<file path="config.mk">
export PLATFORM = sky130hd
export DESIGN_NAME = interrupt_subsystem
export DESIGN_NICKNAME = d
export VERILOG_FILES = /design/src/common/exc_pkg.sv /design/src/common/irq_pkg.sv /design/src/rtl/interrupt_subsystem.sv /design/src/rtl/exception_dispatch.sv /design/src/irq_ctrl/interrupt_control.sv /design/src/irq_ctrl/irq_line_encoder.sv
export SDC_FILE = /design/constraint.sdc
export NUM_CORES = 1
export LEC_CHECK = 0
export BUFFER_PORTS_ARGS = -buffer_cell sky130_fd_sc_hd__clkbuf_2
export CAP_MARGIN = 20
export CORE_MARGIN = 5
export CORE_UTILIZATION = 57
export DETAILED_ROUTE_END_ITERATION = 10
export GPL_ROUTABILITY_DRIVEN = 1
export PLACE_DENSITY = 0.91
export SYNTH_ARGS = -nofsm -noshare
export SYNTH_HDL_FRONTEND = slang
export SYNTH_HIERARCHICAL = 1
export SYNTH_SLANG_ARGS = --single-unit
</file>
<file path="constraint.sdc">
create_clock -name iCLOCK -period 3.44 [get_ports iCLOCK]
set_input_delay 0.688 -clock iCLOCK [delete_from_list [all_inputs] [get_ports iCLOCK]]
set_output_delay 0.688 -clock iCLOCK [all_outputs]
set_load 0.02 [all_outputs]
</file>
<file path="src/common/exc_pkg.sv">
`default_nettype none

package exc_pkg;

	// One fault-information word
	localparam int FAULT_INFO_W = 32;

	typedef logic [FAULT_INFO_W-1:0] fault_info_t;

	// Control stage FSM
	// IDLE accepts a new exception, COMP_WAIT waits for the dispatch acknowledge
	typedef enum logic [1:0] {
		CTRL_IDLE      = 2'd0,
		CTRL_COMP_WAIT = 2'd1
	} ctrl_state_t;

	// Dispatch stage FSM
	// RUN means a handler is outstanding on the core
	typedef enum logic {
		DISP_IDLE = 1'b0,
		DISP_RUN  = 1'b1
	} dispatch_state_t;

endpackage

`default_nettype wire

</file>
<file path="src/common/irq_pkg.sv">
`default_nettype none

package irq_pkg;

	// External request lines, one configuration entry per line
	localparam int IRQ_LINES = 64;

	// Width of an external line number
	localparam int EXT_NUM_W = 6;

	// Width of an exception number, hardware and software share this space
	localparam int IRQ_NUM_W = 7;

	// External line index 0..63
	typedef logic [EXT_NUM_W-1:0] ext_num_t;

	// Exception number
	// Hardware lines are zero-extended, software faults use all 7 bits
	typedef logic [IRQ_NUM_W-1:0] irq_num_t;

endpackage

`default_nettype wire
</file>
<file path="src/rtl/interrupt_subsystem.sv">
`timescale 1ns/1ps
`default_nettype none

module interrupt_subsystem #(
	parameter logic [31:0] VECTOR_BASE   = 32'h0000_1000,
	parameter logic [31:0] VECTOR_STRIDE = 32'd16
) (
	input  wire                          iCLOCK,
	input  wire                          inRESET,
	// External request lines
	input  wire [irq_pkg::IRQ_LINES-1:0] irq_req,
	// Configuration table write
	input  wire                          ict_valid,
	input  wire irq_pkg::ext_num_t       ict_entry,
	input  wire                          ict_mask,
	input  wire                          ict_enable,
	// Core fault
	input  wire                          fault_active,
	input  wire irq_pkg::irq_num_t       fault_num,
	input  wire exc_pkg::fault_info_t    fault_fi0,
	input  wire exc_pkg::fault_info_t    fault_fi1,
	input  wire                          handler_done,
	// Handler to the core
	output logic                         handler_valid,
	output irq_pkg::irq_num_t            handler_num,
	output logic [31:0]                  handler_vector,
	output exc_pkg::fault_info_t         handler_fi0,
	output exc_pkg::fault_info_t         handler_fi1,
	output logic                         exception_pending
);

	// Line stage to control stage
	logic              ext_active;
	irq_pkg::ext_num_t ext_num;
	logic              ext_ack;

	// Control stage to dispatch stage and back
	logic                 exception_taken;
	irq_pkg::irq_num_t    exception_num;
	exc_pkg::fault_info_t exception_fi0;
	exc_pkg::fault_info_t exception_fi1;
	logic                 irq_ack;
	logic                 exception_lock;

	irq_line_encoder u_irq_line_encoder (
		.iCLOCK     (iCLOCK),
		.inRESET    (inRESET),
		.irq_req    (irq_req),
		.ext_ack    (ext_ack),
		.ext_active (ext_active),
		.ext_num    (ext_num)
	);

	interrupt_control u_interrupt_control (
		.iCLOCK           (iCLOCK),
		.inRESET          (inRESET),
		.ict_valid        (ict_valid),
		.ict_entry        (ict_entry),
		.ict_mask         (ict_mask),
		.ict_enable       (ict_enable),
		.ext_active       (ext_active),
		.ext_num          (ext_num),
		.ext_ack          (ext_ack),
		.fault_active     (fault_active),
		.fault_num        (fault_num),
		.fault_fi0        (fault_fi0),
		.fault_fi1        (fault_fi1),
		.exception_lock   (exception_lock),
		.exception_active (exception_pending),
		.exception_taken  (exception_taken),
		.exception_num    (exception_num),
		.exception_fi0    (exception_fi0),
		.exception_fi1    (exception_fi1),
		.irq_ack          (irq_ack)
	);

	exception_dispatch #(
		.VECTOR_BASE   (VECTOR_BASE),
		.VECTOR_STRIDE (VECTOR_STRIDE)
	) u_exception_dispatch (
		.iCLOCK          (iCLOCK),
		.inRESET         (inRESET),
		.exception_taken (exception_taken),
		.exception_num   (exception_num),
		.exception_fi0   (exception_fi0),
		.exception_fi1   (exception_fi1),
		.irq_ack         (irq_ack),
		.exception_lock  (exception_lock),
		.handler_done    (handler_done),
		.handler_valid   (handler_valid),
		.handler_num     (handler_num),
		.handler_vector  (handler_vector),
		.handler_fi0     (handler_fi0),
		.handler_fi1     (handler_fi1)
	);

endmodule

`default_nettype wire

</file>
<file path="src/rtl/exception_dispatch.sv">
`timescale 1ns/1ps
`default_nettype none

module exception_dispatch #(
	parameter logic [31:0] VECTOR_BASE   = 32'h0000_1000,
	parameter logic [31:0] VECTOR_STRIDE = 32'd16
) (
	input  wire                       iCLOCK,
	input  wire                       inRESET,
	// Control stage
	input  wire                       exception_taken,
	input  wire irq_pkg::irq_num_t    exception_num,
	input  wire exc_pkg::fault_info_t exception_fi0,
	input  wire exc_pkg::fault_info_t exception_fi1,
	output logic                      irq_ack,
	output logic                      exception_lock,
	// Core
	input  wire                       handler_done,
	output logic                      handler_valid,
	output irq_pkg::irq_num_t         handler_num,
	output logic [31:0]               handler_vector,
	output exc_pkg::fault_info_t      handler_fi0,
	output exc_pkg::fault_info_t      handler_fi1
);

	exc_pkg::dispatch_state_t b_state;
	logic [31:0]              vector_calc;

	// Handler entry point, base plus number times stride
	assign vector_calc = VECTOR_BASE + 32'(exception_num) * VECTOR_STRIDE;

	always_ff @(posedge iCLOCK or negedge inRESET) begin
		if (!inRESET) begin
			b_state <= exc_pkg::DISP_IDLE;
			irq_ack <= 1'b0;
		end else begin
			irq_ack <= 1'b0;
			case (b_state)
				exc_pkg::DISP_IDLE: begin
					if (exception_taken) begin
						b_state <= exc_pkg::DISP_RUN;
						irq_ack <= 1'b1;
					end
				end
				exc_pkg::DISP_RUN: begin
					// Core reports the handler has finished
					if (handler_done) begin
						b_state <= exc_pkg::DISP_IDLE;
					end
				end
				default: begin
					b_state <= exc_pkg::DISP_IDLE;
				end
			endcase
		end
	end

	// Handler payload captured together with the transition to RUN
	always_ff @(posedge iCLOCK or negedge inRESET) begin
		if (!inRESET) begin
			handler_num    <= '0;
			handler_vector <= '0;
			handler_fi0    <= '0;
			handler_fi1    <= '0;
		end else if (b_state == exc_pkg::DISP_IDLE && exception_taken) begin
			handler_num    <= exception_num;
			handler_vector <= vector_calc;
			handler_fi0    <= exception_fi0;
			handler_fi1    <= exception_fi1;
		end
	end

	assign handler_valid  = (b_state == exc_pkg::DISP_RUN);
	// Lock spans the whole handler run
	assign exception_lock = (b_state == exc_pkg::DISP_RUN);

	// Control stage must respect the lock and hand over only when idle
	taken_only_in_idle: assert property (
		@(posedge iCLOCK) disable iff (!inRESET)
		exception_taken |-> (b_state == exc_pkg::DISP_IDLE)
	);

endmodule

`default_nettype wire

</file>
<file path="src/irq_ctrl/interrupt_control.sv">
`timescale 1ns/1ps
`default_nettype none

module interrupt_control (
	input  wire                      iCLOCK,
	input  wire                      inRESET,
	// Configuration table write
	input  wire                      ict_valid,
	input  wire irq_pkg::ext_num_t   ict_entry,
	input  wire                      ict_mask,
	input  wire                      ict_enable,
	// Line stage
	input  wire                      ext_active,
	input  wire irq_pkg::ext_num_t   ext_num,
	output logic                     ext_ack,
	// Software fault from the core
	input  wire                      fault_active,
	input  wire irq_pkg::irq_num_t   fault_num,
	input  wire exc_pkg::fault_info_t fault_fi0,
	input  wire exc_pkg::fault_info_t fault_fi1,
	// Dispatch stage
	input  wire                      exception_lock,
	output logic                     exception_active,
	output logic                     exception_taken,
	output irq_pkg::irq_num_t        exception_num,
	output exc_pkg::fault_info_t     exception_fi0,
	output exc_pkg::fault_info_t     exception_fi1,
	input  wire                      irq_ack
);

	// Configuration table
	logic [irq_pkg::IRQ_LINES-1:0] ict_mask_tbl;
	logic [irq_pkg::IRQ_LINES-1:0] ict_enable_tbl;

	exc_pkg::ctrl_state_t  b_state;
	logic                  b_hw_valid;
	irq_pkg::ext_num_t     b_hw_num;
	logic                  b_taken;
	logic                  b_taken_hw;
	irq_pkg::irq_num_t     b_exc_num;
	exc_pkg::fault_info_t  b_exc_fi0;
	exc_pkg::fault_info_t  b_exc_fi1;

	logic line_allowed;
	logic sw_valid;
	logic sw_accept;
	logic hw_accept;

	always_ff @(posedge iCLOCK or negedge inRESET) begin
		if (!inRESET) begin
			ict_mask_tbl   <= '0;
			ict_enable_tbl <= '0;
		end else if (ict_valid) begin
			ict_mask_tbl[ict_entry]   <= ict_mask;
			ict_enable_tbl[ict_entry] <= ict_enable;
		end
	end

	// Unconfigured entries pass, configured ones need the mask bit
	assign line_allowed = !ict_enable_tbl[ext_num] || ict_mask_tbl[ext_num];

	assign sw_valid  = fault_active && !exception_lock;
	assign sw_accept = (b_state == exc_pkg::CTRL_IDLE) && sw_valid;
	// Fault has priority over a latched line
	assign hw_accept = (b_state == exc_pkg::CTRL_IDLE) && !sw_valid &&
		b_hw_valid && !exception_lock;

	// Hardware latch, refreshed while idle so it tracks the lowest presented line
	// Cleared outside IDLE until the line stage shows the post-acknowledge state
	always_ff @(posedge iCLOCK or negedge inRESET) begin
		if (!inRESET) begin
			b_hw_valid <= 1'b0;
			b_hw_num   <= '0;
		end else if (b_state == exc_pkg::CTRL_IDLE && !hw_accept) begin
			b_hw_valid <= ext_active && line_allowed;
			b_hw_num   <= ext_num;
		end else begin
			b_hw_valid <= 1'b0;
		end
	end

	// Control FSM
	always_ff @(posedge iCLOCK or negedge inRESET) begin
		if (!inRESET) begin
			b_state    <= exc_pkg::CTRL_IDLE;
			b_taken    <= 1'b0;
			b_taken_hw <= 1'b0;
		end else begin
			case (b_state)
				exc_pkg::CTRL_IDLE: begin
					if (sw_accept || hw_accept) begin
						b_state    <= exc_pkg::CTRL_COMP_WAIT;
						b_taken    <= 1'b1;
						b_taken_hw <= hw_accept;
					end
				end
				exc_pkg::CTRL_COMP_WAIT: begin
					b_taken    <= 1'b0;
					b_taken_hw <= 1'b0;
					if (irq_ack) begin
						b_state <= exc_pkg::CTRL_IDLE;
					end
				end
				default: begin
					b_state    <= exc_pkg::CTRL_IDLE;
					b_taken    <= 1'b0;
					b_taken_hw <= 1'b0;
				end
			endcase
		end
	end

	// Frozen exception, held through COMP_WAIT
	always_ff @(posedge iCLOCK or negedge inRESET) begin
		if (!inRESET) begin
			b_exc_num <= '0;
			b_exc_fi0 <= '0;
			b_exc_fi1 <= '0;
		end else if (sw_accept) begin
			b_exc_num <= fault_num;
			b_exc_fi0 <= fault_fi0;
			b_exc_fi1 <= fault_fi1;
		end else if (hw_accept) begin
			b_exc_num <= {1'b0, b_hw_num};
			// No fault information for external lines
			b_exc_fi0 <= '0;
			b_exc_fi1 <= '0;
		end
	end

	assign ext_ack         = b_taken && b_taken_hw;
	assign exception_taken = b_taken;
	assign exception_num   = b_exc_num;
	assign exception_fi0   = b_exc_fi0;
	assign exception_fi1   = b_exc_fi1;

	// Something is waiting or in flight toward the dispatch stage
	always_comb begin
		if (b_state == exc_pkg::CTRL_COMP_WAIT) begin
			exception_active = !irq_ack;
		end else begin
			exception_active = sw_valid || b_hw_valid ||
				(ext_active && line_allowed && !exception_lock);
		end
	end

	// Dispatch acknowledges only a taken exception
	irq_ack_in_comp_wait: assert property (
		@(posedge iCLOCK) disable iff (!inRESET)
		irq_ack |-> (b_state == exc_pkg::CTRL_COMP_WAIT)
	);

	// Nothing is handed over while a handler is outstanding
	no_take_under_lock: assert property (
		@(posedge iCLOCK) disable iff (!inRESET)
		exception_taken |-> !exception_lock
	);

endmodule

`default_nettype wire

</file>
<file path="src/irq_ctrl/irq_line_encoder.sv">
`timescale 1ns/1ps
`default_nettype none

module irq_line_encoder (
	input  wire                            iCLOCK,
	input  wire                            inRESET,
	input  wire [irq_pkg::IRQ_LINES-1:0]   irq_req,
	input  wire                            ext_ack,
	output logic                           ext_active,
	output irq_pkg::ext_num_t              ext_num
);

	logic [irq_pkg::IRQ_LINES-1:0] pending;
	logic [irq_pkg::IRQ_LINES-1:0] ack_clr;
	logic                          low_found;
	irq_pkg::ext_num_t             low_num;

	// Bit to drop when the control stage takes the presented line
	always_comb begin
		ack_clr = '0;
		if (ext_ack) begin
			ack_clr[ext_num] = 1'b1;
		end
	end

	// Sticky pending bits
	// A pulse in the acknowledge cycle keeps the bit set
	always_ff @(posedge iCLOCK or negedge inRESET) begin
		if (!inRESET) begin
			pending <= '0;
		end else begin
			pending <= (pending & ~ack_clr) | irq_req;
		end
	end

	// Lowest set index, scanned from the top so the last hit wins
	always_comb begin
		low_found = 1'b0;
		low_num   = '0;
		for (int i = irq_pkg::IRQ_LINES - 1; i >= 0; i--) begin
			if (pending[i]) begin
				low_found = 1'b1;
				low_num   = irq_pkg::ext_num_t'(i);
			end
		end
	end

	// Registered presentation to the control stage
	always_ff @(posedge iCLOCK or negedge inRESET) begin
		if (!inRESET) begin
			ext_active <= 1'b0;
			ext_num    <= '0;
		end else begin
			ext_active <= low_found;
			ext_num    <= low_num;
		end
	end

	// The control stage may only take a line that is presented
	ack_only_when_active: assert property (
		@(posedge iCLOCK) disable iff (!inRESET)
		ext_ack |-> ext_active
	);

endmodule

`default_nettype wire

</file>
After elaboration in Yosys (flattened, before gate mapping). Index checks and enable logic that the tools add are counted.

Output and inout bits: 105. Flip-flop bits (word level): 386. Logic and storage cells: 212. Input bits: 148.

Equality and inequality tests: 3. Bitwise logic cells: 4. Reduce and logical (&&, ||, !) cells: 24. Magnitude comparators: 4. Mux-type cells: 157. Add/subtract/negate cells: 1.

Operator list (count): 6-bit 2-to-1 mux (64); 64-bit bitwise mux (2); 32-bit 2-to-1 mux (3); 1-bit 2-to-1 mux (77); 64-bit AND (1); 64-bit 2-to-1 mux (1); 64-bit inverter (1); 64-bit bitwise OR (1); 13-bit by 11-bit adder with 14-bit output (first input constant) (1); 6-bit by 7-bit less-than comparator with 1-bit output (second input constant) (2); 7-bit 2-to-1 mux (2); 1-bit binary-select mux with 6-bit select (2); 1-bit demux with 6-bit select (2); 6-bit by 1-bit greater-or-equal comparator with 1-bit output (second input constant) (2); 1-bit logical AND (12); 1-bit zero test (5); 1-bit logical OR (4); 2-bit 2-to-1 mux (2); 2-bit case mux with 2 select lines (1); 2-bit by 1-bit equality test with 1-bit output (second input constant) (1); 2-bit zero test (1); 2-bit by 1-bit inequality test with 1-bit output (second input constant) (1); 2-bit inequality test (second input constant) (1); 1-bit case mux with 2 select lines (1); other kinds (3) (3).

Depth between registers and ports, before layout.
Depth after elaboration: 64. Depth in mapped cells: 9. Mapped depth without buffers: 7.

By module. The synthesis kept the hierarchy.

By module, submodules not included: interrupt_control (area each 9024.9 um^2, seq. area each 5230.0 um^2, cells each 738, instances 1); irq_line_encoder (area each 3608.5 um^2, seq. area each 1776.7 um^2, cells each 384, instances 1); exception_dispatch (area each 3334.4 um^2, seq. area each 1851.8 um^2, cells each 190, instances 1).

Worst setup path before layout. Ideal clock, no wire load.

Path kind: reg-to-output. Start point: reg u_irq_line_encoder.ext_num[0]. End point: out exception_pending. Data arrival time: 2107 ps. Stages on the path, launching flop included: 9. Required time: 2752 ps. Buffers on the path: 1. Slack: 645 ps. Cells stage by stage: dfrtp_1 > buf_6 > nor3b_2 > a311oi_1 > or4_1 > o221a_1 > o211ai_1 > nand3_1 > o41a_1.

Longest elaborated chain between the ends: 8. Elaborated cells on any way between the ends: 10. Those cells by class: mux: 5; reduce/logical: 5.

Ends and longest elaborated chain: start: declaration (line irq_line_encoder.sv:10) `output irq_pkg::ext_num_t ext_num`; start signal: assignment (line irq_line_encoder.sv:55) `ext_num <= low_num;`; 1-bit binary-select mux with 6-bit select (line interrupt_control.sv:60) `assign line_allowed = !ict_enable_tbl[ext_num] || ict_mask_tbl[ext_num];`; 1-bit 2-to-1 mux (implied by the code) (line interrupt_control.sv:60); 1-bit zero test (line interrupt_control.sv:60); 1-bit logical OR (*) (line interrupt_control.sv:60); 1-bit logical AND (*) (2 in a row) (line interrupt_control.sv:143) `(ext_active && line_allowed && !exception_lock);`; 1-bit logical OR (*) (line interrupt_control.sv:142) `exception_active = sw_valid || b_hw_valid ||`; 1-bit 2-to-1 mux (*) (line interrupt_control.sv:139) `if (b_state == exc_pkg::CTRL_COMP_WAIT) begin`; end: declaration (line interrupt_subsystem.sv:29) `output logic exception_pending`.

Mark *: on every way between the ends. The rest lies on a longest branch, timed or not. The select of a mux whose other input is x is not followed.

Worst setup path in the final report. Same ends and word-level chain as after synthesis.

==> run metrics <==
status=finished, violations left; failing checks=negative setup slack; worst reg2reg setup slack=0.99 ns; CTS tree=yes; area delta synth->final=16.9%; pin count of the biggest net entering global routing=86; Synth Warn #=6; Tmin final=3.85 ns; first-pass GRT wire length=66600 um; Yosys cell types=71; ranking of synthesized cells by area=dfrtp_1, mux2_2, mux2_4; max_cap viols=0; fin crit share=112%; Die Y=177 um; Worst Path Class, Setup=flip-flop to primary output; First-pass DRT Iterations=6; post-synthesis register bit count=354; antenna viol nets, final=0; Starting Density=57.6%; Syn Inst Count=1312; Post-synth ARST share=100%; Finish-stage setup viols=1; Setup crit end kind=primary output; post-layout net count=1688; Tot Pwr=9.23 mW; Via density=6.01; Sink Count=354; initial antenna violation count=0; Clock transition at path regs=0.06 ns; WL/cell=22.1 um; CP max FO=8; CP Launch Type=flip-flop; Die W=177 um; number of synthesized flops with an enable pin=0; Rel. slew slack=27.7%; row count=61; Max Freq=260 MHz; VDD IR max=0.364 mV; max-slew violation count=0; sequential-to-total area share from yosys stat=55.5%; Worst-Skew Late Latency=0.53 ns; final core occ=67.3%; Post-Place Cell Area=0.0173 sq mm; data required time of the critical path=2.75 ns; endpoints failing hold=0; clock buffer depth=3; final critical-path setup slack=-0.411 ns; highest-count cells in the layout ignoring fill and taps=dfrtp_1, clkbuf_2, mux2_2, nand2_1, nor2_1; H-tree lvl count=2; Finished Cell Area=0.0187 sq mm; GP Congestion=0.884; Final Skew=0.0226 ns; layout cells sized above 1=34.5%; mapped cell area=0.0160 sq mm; ys flop type=dfrtp_1; Antenna Cells=0; worst slew pin tran=1.08 ns; final wirelength=43000 um; GR Overflow Total=0; type of the most critical hold path=input pin to asynchronous set/reset pin; RSZ-0062 raised after global routing=true; commonest non-fill, non-tap cell in the layout=dfrtp_1; total die area=0.0315 sq mm; PortBufs=228; vias post-DR=11.7k; biggest area consumer among synthesized cells=dfrtp_1; hold_ws=0.125 ns; TritonCTS buffer count=37; Final HPWL DP=28600 um; top-area cell type share of the netlist area=55.5%; GRT Overall Usage=26.7%; vias in the first global route=12.1k; num ports=253; Worst EP arrival=3.16 ns; PwrDens=495 mW/mm^2; DRT iter0 DRCs=1227; total leakage power=8.68 nW; core area=0.0277 sq mm; Synth Area per Inst=12.2 sq um; DRC=0; Root Driver=clkbuf_16
worst max-delay path, cell delays in order, from the launching register on:
cell and delay [ns]:
dfrtp_2 0.50, buf_6 0.16, nor3b_4 0.20, nor3_1 0.07
or4_1 0.44, o221a_1 0.26, o211ai_1 0.29, nand3_1 0.21
o41a_1 0.37, buf_6 0.14
cell type report:
| class | instances | area [sq um] |
|---|---|---|
| clock buffers | 51 | 1060 |
| clock inverters | 15 | 198 |
| fillers | 1876 | 9050 |
| inverters | 32 | 120 |
| multi-input cells | 859 | 6520 |
| flip-flops and latches | 354 | 8860 |
| well taps | 378 | 473 |
| repair buffers | 256 | 1430 |
registers in the layout, summed over array words and instances, names as in the netlist, 6 cells and up:
signal / cells
u_exception_dispatch/handler_fi0: 32
u_exception_dispatch/handler_fi1: 32
u_exception_dispatch/handler_num: 6
u_interrupt_control/b_hw_num: 6
u_interrupt_control/exception_fi0: 32
u_interrupt_control/exception_fi1: 32
u_interrupt_control/exception_num: 7
u_interrupt_control/ict_enable_tbl: 64
u_interrupt_control/ict_mask_tbl: 64
u_irq_line_encoder/ext_num: 6
u_irq_line_encoder/pending: 64
metal layers:
metal | routed length [um] | part of all wire (%) | up-vias | global-route usage, %
li1 | - | - | 5110 | -
met1 | 16500 | 38 | 5808 | 34.1
met2 | 21100 | 49 | 637 | 45.2
met3 | 3610 | 8.4 | 131 | 5.28
met4 | 1750 | 4.1 | 0 | 10.6
met5 | 0 | 0 | - | 0
timing repair:
item | 4_1_cts | 5_1_grt
endpoints found under the setup margin | 1 | 1
pin swaps | 1 | 4
resized for setup | 2 | 8
setup buffers | 4 | 0
hold buffers | 0 | 0
where the power goes:
part	total [mW]	internal, mW	switching (mW)
combinational	0.613	0.289	0.324
sequential	4.49	4.37	0.122
clock	4.12	2.47	1.65
stage by stage:
step / setup slack (ns) / setup TNS (ns) / instances
after floorplan: 0.645 / 0 / 1335
after global placement: 0.295 / 0 / 1875
after detailed placement: 0.240 / 0 / 1875
after CTS: -0.352 / -0.352 / 1945
after global routing: -0.434 / -0.434 / 1945
final: -0.411 / -0.411 / 1945
synth_stat cells (5+ instances only):
cell type  instances
or3_1              6
buf_12             8
nand2_1          110
clkbuf_1          41
a22o_1            65
o21ai_0           55
nor2b_1           25
buf_4             32
or2_2              5
o21bai_1           5
nor2_1            75
a211oi_1           5
inv_1             32
o221ai_1           5
nand2b_1          51
and2_1             6
o211ai_1           5
mux2_4            68
o32ai_1            6
nor3_1            31
mux2_2           128
nor4_1            13
a21o_1            31
nor3b_1           20
dfrtp_1          354
nand3_1           16
a21oi_1           17
o31ai_1            5
a22oi_1            7
or4_1              7
worst paths after layout:
check,start,end,depth (start not counted)
setup / recovery,u_irq_line_encoder/ext_num[0]$_DFF_PN0_,exception_pending,9
hold / removal,inRESET,u_interrupt_control/ict_enable_tbl[15]$_DFFE_PN0P_,1
setup reg to reg,u_irq_line_encoder/ext_num[0]$_DFF_PN0_,u_interrupt_control/b_hw_valid$_DFF_PN0_,7
hold reg to reg,u_exception_dispatch/irq_ack$_DFF_PN0_,u_interrupt_control/b_state[0]$_DFFE_PN0P_,1
max in group asynchronous,inRESET,u_exception_dispatch/handler_fi1[30]$_DFFE_PN0P_,2
min in group iCLOCK,irq_req[18],u_irq_line_encoder/pending[18]$_DFF_PN0_,2
cell families (layout without fill, tap and decap cells):
logic type | after synthesis | after routing | synth area share (%)
and+or+nand+nor | 396 | 396 | 13.2
AOI/OAI and AO/OA | 241 | 241 | 11.0
buffers and inverters | 122 | 354 | 4.56
muxes | 198 | 198 | 15.7
DFF | 354 | 354 | 55.5
other | 1 | 24 | 0.0235
(Power assumes the default switching activity.)
